File: src/mont_pkg.sv
package mont_pkg;

  // Operand, modulus and result width
  localparam int DATA_LENGTH = 32;

  // Exponent n has to hold 0 up to DATA_LENGTH
  localparam int EXP_WIDTH = 6;

  // One extra bit since the running sum stays below 2m
  localparam int SUM_WIDTH = DATA_LENGTH + 1;

  // Largest legal exponent at exponent width
  localparam logic [EXP_WIDTH-1:0] MAX_EXP = EXP_WIDTH'(DATA_LENGTH);

  // Reduction core states
  typedef enum logic [1:0] {
    CORE_LOAD,    // Waiting for a pending job
    CORE_REDUCE,  // One add-and-halve step per cycle
    CORE_FINISH   // Hand sum over to the final stage
  } core_state_e;

endpackage : mont_pkg

File: src/mont_operand_stage.sv
module mont_operand_stage (
  input  logic                             clk_i,
  input  logic                             rst_ni,
  input  logic                             start_i,
  input  logic [mont_pkg::DATA_LENGTH-1:0] x_i,
  input  logic [mont_pkg::DATA_LENGTH-1:0] y_i,
  input  logic [mont_pkg::DATA_LENGTH-1:0] m_i,
  input  logic [mont_pkg::EXP_WIDTH-1:0]   m_bl_i,
  input  logic                             job_take_i,
  output logic                             busy_o,
  output logic                             job_valid_o,
  output logic [mont_pkg::DATA_LENGTH-1:0] job_x_o,
  output logic [mont_pkg::DATA_LENGTH-1:0] job_y_o,
  output logic [mont_pkg::DATA_LENGTH-1:0] job_m_o,
  output logic [mont_pkg::EXP_WIDTH-1:0]   job_n_o,
  output logic                             job_bad_o
);

  logic                             full_q;   // Pending slot occupied
  logic                             accept;
  logic                             m_even;
  logic                             n_zero;
  logic                             n_large;
  logic                             m_wide;
  logic                             bad_d;
  logic [mont_pkg::DATA_LENGTH-1:0] x_q;
  logic [mont_pkg::DATA_LENGTH-1:0] y_q;
  logic [mont_pkg::DATA_LENGTH-1:0] m_q;
  logic [mont_pkg::EXP_WIDTH-1:0]   n_q;
  logic                             bad_q;

  // A start only counts while the slot is free
  assign accept = start_i && !full_q;

  // Job checks on the incoming operands
  always_comb begin
    m_even  = !m_i[0];                   // Montgomery needs an odd modulus
    n_zero  = (m_bl_i == '0);
    n_large = (m_bl_i > mont_pkg::MAX_EXP);
    m_wide  = ((m_i >> m_bl_i) != '0);   // m not below 2^n
    bad_d   = m_even || n_zero || n_large || m_wide;
  end

  always_ff @(posedge clk_i or negedge rst_ni) begin
    if (!rst_ni) begin
      full_q <= 1'b0;
    end else if (accept) begin
      full_q <= 1'b1;
    end else if (job_take_i) begin
      full_q <= 1'b0;                    // Core copied the job
    end
  end

  // Slot contents, written only on accept
  always_ff @(posedge clk_i) begin
    if (accept) begin
      x_q   <= x_i;
      y_q   <= y_i;
      m_q   <= m_i;
      n_q   <= m_bl_i;
      bad_q <= bad_d;
    end
  end

  assign busy_o      = full_q;
  assign job_valid_o = full_q;
  assign job_x_o     = x_q;
  assign job_y_o     = y_q;
  assign job_m_o     = m_q;
  assign job_n_o     = n_q;
  assign job_bad_o   = bad_q;

endmodule : mont_operand_stage

File: src/mont_serial_core.sv
module mont_serial_core (
  input  logic                             clk_i,
  input  logic                             rst_ni,
  input  logic                             job_valid_i,
  input  logic [mont_pkg::DATA_LENGTH-1:0] job_x_i,
  input  logic [mont_pkg::DATA_LENGTH-1:0] job_y_i,
  input  logic [mont_pkg::DATA_LENGTH-1:0] job_m_i,
  input  logic [mont_pkg::EXP_WIDTH-1:0]   job_n_i,
  input  logic                             job_bad_i,
  output logic                             job_take_o,
  output logic                             done_o,
  output logic [mont_pkg::SUM_WIDTH-1:0]   sum_o,
  output logic [mont_pkg::DATA_LENGTH-1:0] fin_m_o,
  output logic                             fin_bad_o
);

  mont_pkg::core_state_e            state_q;
  mont_pkg::core_state_e            state_d;
  logic [mont_pkg::EXP_WIDTH-1:0]   idx_q;    // Steps done so far
  logic [mont_pkg::DATA_LENGTH-1:0] x_q;      // Shifted right once per step
  logic [mont_pkg::DATA_LENGTH-1:0] y_q;
  logic [mont_pkg::DATA_LENGTH-1:0] m_q;
  logic [mont_pkg::EXP_WIDTH-1:0]   n_q;
  logic                             bad_q;
  logic [mont_pkg::SUM_WIDTH-1:0]   s_q;      // Running sum S
  logic [mont_pkg::SUM_WIDTH-1:0]   s_next;
  logic                             last_step;

  // One bit of the reduction: S = (S + x_b*y + q*m) / 2 with q = parity
  function automatic logic [mont_pkg::SUM_WIDTH-1:0] reduce_step(
    input logic [mont_pkg::SUM_WIDTH-1:0]   s,
    input logic                             x_b,
    input logic [mont_pkg::DATA_LENGTH-1:0] y,
    input logic [mont_pkg::DATA_LENGTH-1:0] m
  );
    logic [mont_pkg::SUM_WIDTH:0] t_add;
    logic [mont_pkg::SUM_WIDTH:0] t_red;
    t_add = {1'b0, s} + {2'b00, y & {mont_pkg::DATA_LENGTH{x_b}}};
    t_red = t_add + ({2'b00, m} & {(mont_pkg::SUM_WIDTH + 1){t_add[0]}});
    return t_red[mont_pkg::SUM_WIDTH:1];  // Even by construction
  endfunction

  assign job_take_o = (state_q == mont_pkg::CORE_LOAD) && job_valid_i;
  assign last_step  = (idx_q == n_q - 1);
  assign s_next     = reduce_step(s_q, x_q[0], y_q, m_q);

  always_comb begin
    state_d = state_q;
    case (state_q)
      mont_pkg::CORE_LOAD: begin
        if (job_valid_i) begin
          // Rejected jobs bypass the reduction
          state_d = job_bad_i ? mont_pkg::CORE_FINISH : mont_pkg::CORE_REDUCE;
        end
      end
      mont_pkg::CORE_REDUCE: begin
        if (last_step) begin
          state_d = mont_pkg::CORE_FINISH;
        end
      end
      mont_pkg::CORE_FINISH: begin
        state_d = mont_pkg::CORE_LOAD;
      end
      default: begin
        state_d = mont_pkg::CORE_LOAD;
      end
    endcase
  end

  always_ff @(posedge clk_i or negedge rst_ni) begin
    if (!rst_ni) begin
      state_q <= mont_pkg::CORE_LOAD;
      idx_q   <= '0;
    end else begin
      state_q <= state_d;
      if (job_take_o) begin
        idx_q <= '0;
      end else if (state_q == mont_pkg::CORE_REDUCE) begin
        idx_q <= idx_q + 1;
      end
    end
  end

  // Job copy frees the operand slot for the next start
  always_ff @(posedge clk_i) begin
    if (job_take_o) begin
      x_q   <= job_x_i;
      y_q   <= job_y_i;
      m_q   <= job_m_i;
      n_q   <= job_n_i;
      bad_q <= job_bad_i;
      s_q   <= '0;
    end else if (state_q == mont_pkg::CORE_REDUCE) begin
      x_q <= x_q >> 1;                    // Next bit of x into x_q[0]
      s_q <= s_next;
    end
  end

  assign done_o    = (state_q == mont_pkg::CORE_FINISH);
  assign sum_o     = s_q;
  assign fin_m_o   = m_q;
  assign fin_bad_o = bad_q;

endmodule : mont_serial_core

File: src/mont_final_sub.sv
module mont_final_sub (
  input  logic                             clk_i,
  input  logic                             rst_ni,
  input  logic                             done_i,
  input  logic [mont_pkg::SUM_WIDTH-1:0]   sum_i,
  input  logic [mont_pkg::DATA_LENGTH-1:0] fin_m_i,
  input  logic                             fin_bad_i,
  output logic [mont_pkg::DATA_LENGTH-1:0] result_o,
  output logic                             valid_o,
  output logic                             error_o
);

  logic [mont_pkg::SUM_WIDTH-1:0]   m_ext;
  logic [mont_pkg::SUM_WIDTH-1:0]   diff;
  logic                             sum_ge_m;
  logic [mont_pkg::DATA_LENGTH-1:0] res_d;

  assign m_ext    = {1'b0, fin_m_i};
  assign diff     = sum_i - m_ext;
  assign sum_ge_m = (sum_i >= m_ext);

  // Sum is below 2m, so one subtraction is enough
  always_comb begin
    if (fin_bad_i) begin
      res_d = '0;
    end else if (sum_ge_m) begin
      res_d = diff[mont_pkg::DATA_LENGTH-1:0];
    end else begin
      res_d = sum_i[mont_pkg::DATA_LENGTH-1:0];
    end
  end

  always_ff @(posedge clk_i or negedge rst_ni) begin
    if (!rst_ni) begin
      result_o <= '0;
      valid_o  <= 1'b0;
      error_o  <= 1'b0;
    end else begin
      valid_o <= done_i;                  // Single cycle, follows done
      error_o <= done_i && fin_bad_i;
      if (done_i) begin
        result_o <= res_d;
      end
    end
  end

endmodule : mont_final_sub

File: src/mont_mul_top.sv
module mont_mul_top (
  input  logic                             clk_i,
  input  logic                             rst_ni,
  input  logic                             start_i,
  input  logic [mont_pkg::DATA_LENGTH-1:0] x_i,
  input  logic [mont_pkg::DATA_LENGTH-1:0] y_i,
  input  logic [mont_pkg::DATA_LENGTH-1:0] m_i,
  input  logic [mont_pkg::EXP_WIDTH-1:0]   m_bl_i,    // Montgomery exponent n
  output logic [mont_pkg::DATA_LENGTH-1:0] result_o,
  output logic                             valid_o,
  output logic                             error_o,
  output logic                             busy_o
);

  logic                             job_valid;
  logic [mont_pkg::DATA_LENGTH-1:0] job_x;
  logic [mont_pkg::DATA_LENGTH-1:0] job_y;
  logic [mont_pkg::DATA_LENGTH-1:0] job_m;
  logic [mont_pkg::EXP_WIDTH-1:0]   job_n;
  logic                             job_bad;
  logic                             job_take;
  logic                             done;
  logic [mont_pkg::SUM_WIDTH-1:0]   sum;
  logic [mont_pkg::DATA_LENGTH-1:0] fin_m;
  logic                             fin_bad;

  mont_operand_stage i_operand (
    .clk_i       (clk_i),
    .rst_ni      (rst_ni),
    .start_i     (start_i),
    .x_i         (x_i),
    .y_i         (y_i),
    .m_i         (m_i),
    .m_bl_i      (m_bl_i),
    .job_take_i  (job_take),
    .busy_o      (busy_o),
    .job_valid_o (job_valid),
    .job_x_o     (job_x),
    .job_y_o     (job_y),
    .job_m_o     (job_m),
    .job_n_o     (job_n),
    .job_bad_o   (job_bad)
  );

  mont_serial_core i_core (
    .clk_i       (clk_i),
    .rst_ni      (rst_ni),
    .job_valid_i (job_valid),
    .job_x_i     (job_x),
    .job_y_i     (job_y),
    .job_m_i     (job_m),
    .job_n_i     (job_n),
    .job_bad_i   (job_bad),
    .job_take_o  (job_take),
    .done_o      (done),
    .sum_o       (sum),
    .fin_m_o     (fin_m),
    .fin_bad_o   (fin_bad)
  );

  mont_final_sub i_final (
    .clk_i     (clk_i),
    .rst_ni    (rst_ni),
    .done_i    (done),
    .sum_i     (sum),
    .fin_m_i   (fin_m),
    .fin_bad_i (fin_bad),
    .result_o  (result_o),
    .valid_o   (valid_o),
    .error_o   (error_o)
  );

endmodule : mont_mul_top

File: config.mk
export PLATFORM = sky130hd
export DESIGN_NAME = mont_mul_top
export DESIGN_NICKNAME = d
export VERILOG_FILES = /design/src/mont_pkg.sv /design/src/mont_operand_stage.sv /design/src/mont_serial_core.sv /design/src/mont_final_sub.sv /design/src/mont_mul_top.sv
export SDC_FILE = /design/constraint.sdc
export NUM_CORES = 1
export LEC_CHECK = 0
export BUFFER_PORTS_ARGS = -buffer_cell sky130_fd_sc_hd__buf_2
export CORE_ASPECT_RATIO = 0.6
export CORE_UTILIZATION = 40
export DETAILED_ROUTE_END_ITERATION = 10
export PLACE_DENSITY_LB_ADDON = 0.1
export SLEW_MARGIN = 20
export SYNTH_ARGS = -nofsm -noshare
export SYNTH_HDL_FRONTEND = slang
export SYNTH_SLANG_ARGS = --single-unit
File: constraint.sdc
create_clock -name clk_i -period 5.75 [get_ports clk_i]
set_input_delay 1.15 -clock clk_i [delete_from_list [all_inputs] [get_ports clk_i]]
set_output_delay 1.15 -clock clk_i [all_outputs]
set_load 0.01 [all_outputs]
==> metrics <==
# rows 55; clk sinks around 280; Cells after Synth 1441; maxcap violations 0; Die ar. 0.0391 mm^2; Initial Utilization 0.406; clk_skew 0.0165 ns; status finished, final reports clean; slowest CP cell edfxtp_1; total track usage 0.218; yosys warns 0; area delta synth->final 16.4%; Worst Hold End i_core.fin_m_o[21]; Tcrit/Tclk final 0.936; element type at the critical path start flip-flop; drt total wl 42500 um; Final nets 1810; final hold viol count 0; placed cell areas 0.0168 mm^2; Residual DRC 0; Antenna Violating Nets Remaining 0; TritonCTS clock tree yes; Max Slew Vio Count 0; register area share after synthesis 0.517; HP Class flip-flop to flip-flop; Critical Path, Cell by Cell and2_1 > ha_1 > fa_1 > a211oi_1 > nor2_1 > o41ai_1 > buf_4 > o31ai_1 > o211ai_1 > buf_4 > o21ai_0 > xor2_1 > ha_1 > a21o_1 > a21oi_1 > a311oi_1 > o21ai_0 > nand2b_1 > a311o_1 > and3_4 > o31ai_2 > xnor2_1 > a22o_1; pin count of the biggest net entering global routing around 100; initial antenna violation count 1; share of layout cells above drive strength 1 0.155; Fmax achieved 0.186 GHz; Pre-Repair DR Iteration Count 5; Core ar. 0.0377 mm^2; final cell count without fillers ~2100; ys flop type edfxtp_1; CTS H-Tree Depth 1; Worst Setup End Kind flip-flop; Place WS 0.428 ns; flop2flop setup slack 0.37 ns; commonest cells after routing, fill and taps aside edfxtp_1, nand2_1, buf_2; hold bufs inserted after CTS 0; global-route wire length before repair 63800 um; fraction of registers with async set/reset 0.152; Syn Nets 1646; TNS Setup 0 ns; Die Span X 255 um; IO Count 140; required time worst endpoint 6.20 ns; RR Endpoint i_core.sum_o[32]; crit path kind flip-flop to flip-flop; power per cell area 601 mW/mm^2; PortBufs 139; Setup Viol. Count Final 0; post-route minimum period 5.38 ns; GRT overflow 0; Netlist cell types 78; GPL Wtd Cong roughly 0.90; root buf cell clkbuf_16; commonest non-fill, non-tap cell in the layout edfxtp_1; Mean Syn Cell Area 10.6 um^2; placed cell count 2088; Slew headroom 0.394; number of global-route vias before repair slightly above 10000; routed vias 11400; EDFF count, synth 206; fin area around 0.018 mm^2; Hold Path Origin i_operand.job_m_o[21]; post-cts sizing count 0; Post-CTS Setup Inserts 0; Die H 154 um; CP Max Fanout 8; Num CTS Buffers 28; worst reg2reg startpoint i_core.x_q[0]; Leak roughly 7.6 nW; Hold Slack 0.417 ns; synthesized area 0.0153 mm^2; CTS Buffer Depth 3; Hold Path Stages 0; drt first-iter violations 966; Worst Setup Slack, final 0.369 ns; Reg clk slew, reported paths 0.07 ns; CP arrival about 6 ns; hpwl dp 32400 um; Largest stage delay, worst path 0.47 ns; Reg2Reg Depth 23; RSZ-0062 raised after global routing false; Yosys reg bits 282; Worst-Margin Slew 0.909 ns; WL per Instance 19.8 um; vias per inst 5.32; Clock Latency Late Sink 0.57 ns; Max VDD drop 0.238 mV
-- worst max-delay path, delay by kind of cell (launching register included) --
| family | cells | cell delay [ns] |
|---|---|---|
| and+or+nand+nor | 4 | 0.58 |
| DFF | 1 | 0.47 |
| AOI/OAI and AO/OA | 12 | 2.57 |
| buffers and inverters | 2 | 0.35 |
| adders and majority gates | 3 | 1.01 |
| xor gates and xnor gates | 2 | 0.28 |
-- sequential cells by signal, indices dropped and copies added, names as in the netlist, 6 cells and up --
signal,flops
i_core.fin_m_o,32
i_final.result_o,32
i_operand.job_m_o,32
i_core.sum_o,33
i_operand.job_x_o,32
i_operand.job_y_o,32
i_core.y_q,32
i_core.x_q,32
i_operand.job_n_o,6
i_core.idx_q,6
i_core.n_q,6
-- cells in the mapped netlist, types with 5 or more instances --
cell | number | area, um^2
o31ai_1 | 7 | 52.6
a21oi_1 | 83 | 415
a31oi_1 | 17 | 106
xnor2_1 | 59 | 517
dfrtp_1 | 43 | 1080
o21ai_0 | 108 | 541
a22o_1 | 6 | 52.6
inv_1 | 67 | 251
nor4_1 | 5 | 31.3
dfxtp_1 | 33 | 661
and2_1 | 65 | 407
nor2b_1 | 17 | 106
edfxtp_1 | 206 | 6190
xor2_1 | 27 | 236
nand3_1 | 25 | 125
mux2i_1 | 30 | 300
a211oi_1 | 23 | 173
a21o_1 | 43 | 323
nand2b_1 | 14 | 87.6
nor3_1 | 11 | 55.1
a21boi_0 | 5 | 37.5
o21a_1 | 12 | 90.1
nor2_1 | 72 | 270
nand2_1 | 205 | 769
nand4_1 | 14 | 87.6
clkbuf_1 | 33 | 124
ha_1 | 97 | 1210
and3_1 | 9 | 56.3
o21bai_1 | 14 | 105
-- where the power goes --
| group | switching, W | internal, W | leakage (nW) |
|---|---|---|---|
| sequential | 0.000498 | 0.00302 | 2.81 |
| clock | 0.000815 | 0.00120 | 0.487 |
| combinational | 0.00321 | 0.00197 | 4.35 |
| total | 0.00452 | 0.00619 | 7.65 |
-- area by class of cell --
class,instances,area [um^2]
inverter,68,258
antenna,2,5.00
clock inverter,20,265
multi-input combinational,1053,7020
timing repair buffer,172,958
sequential,282,7920
clock buffer,32,747
fill,3600,19900
tap,513,642
-- kinds of logic after synthesis --
family	share of synthesized area
simple gates	0.142
compound gates	0.156
xor+xnor	0.0492
mux	0.0255
fa+ha+maj	0.0832
flops	0.517
buf+inv	0.0262
-- layer usage --
layer | vias up | track usage | wire, um
met5 | - | 0 | 0
li1 | 5596 | - | -
met3 | 37 | 0.0496 | 3860
met4 | 0 | 0.0322 | 514
met2 | 407 | 0.244 | 14000
met1 | 5364 | 0.395 | 24100
-- how the worst max path moves through the flow --
stage | startpoint | end | slack, ns
finish | i_core.x_q[0] | i_core.sum_o[32] | 0.37
global route | i_core.x_q[0] | i_core.sum_o[31] | 0.03
floorplan | i_core.x_q[0] | i_core.sum_o[32] | 0.68
detailed placement | i_core.x_q[0] | i_core.sum_o[32] | 0.43
global placement | i_core.x_q[0] | i_core.sum_o[32] | 0.51
CTS | i_core.x_q[0] | i_core.sum_o[32] | 0.39
-- per-stage QoR --
stage	total power, W	utilization
after floorplan	0.00695	-
after global placement	0.00865	0.445
after detailed placement	0.00864	0.445
after CTS	0.0107	0.472
after global routing	0.0115	0.472
final	0.0107	0.472
No activity file was read; power rests on OpenSTA's default activity.
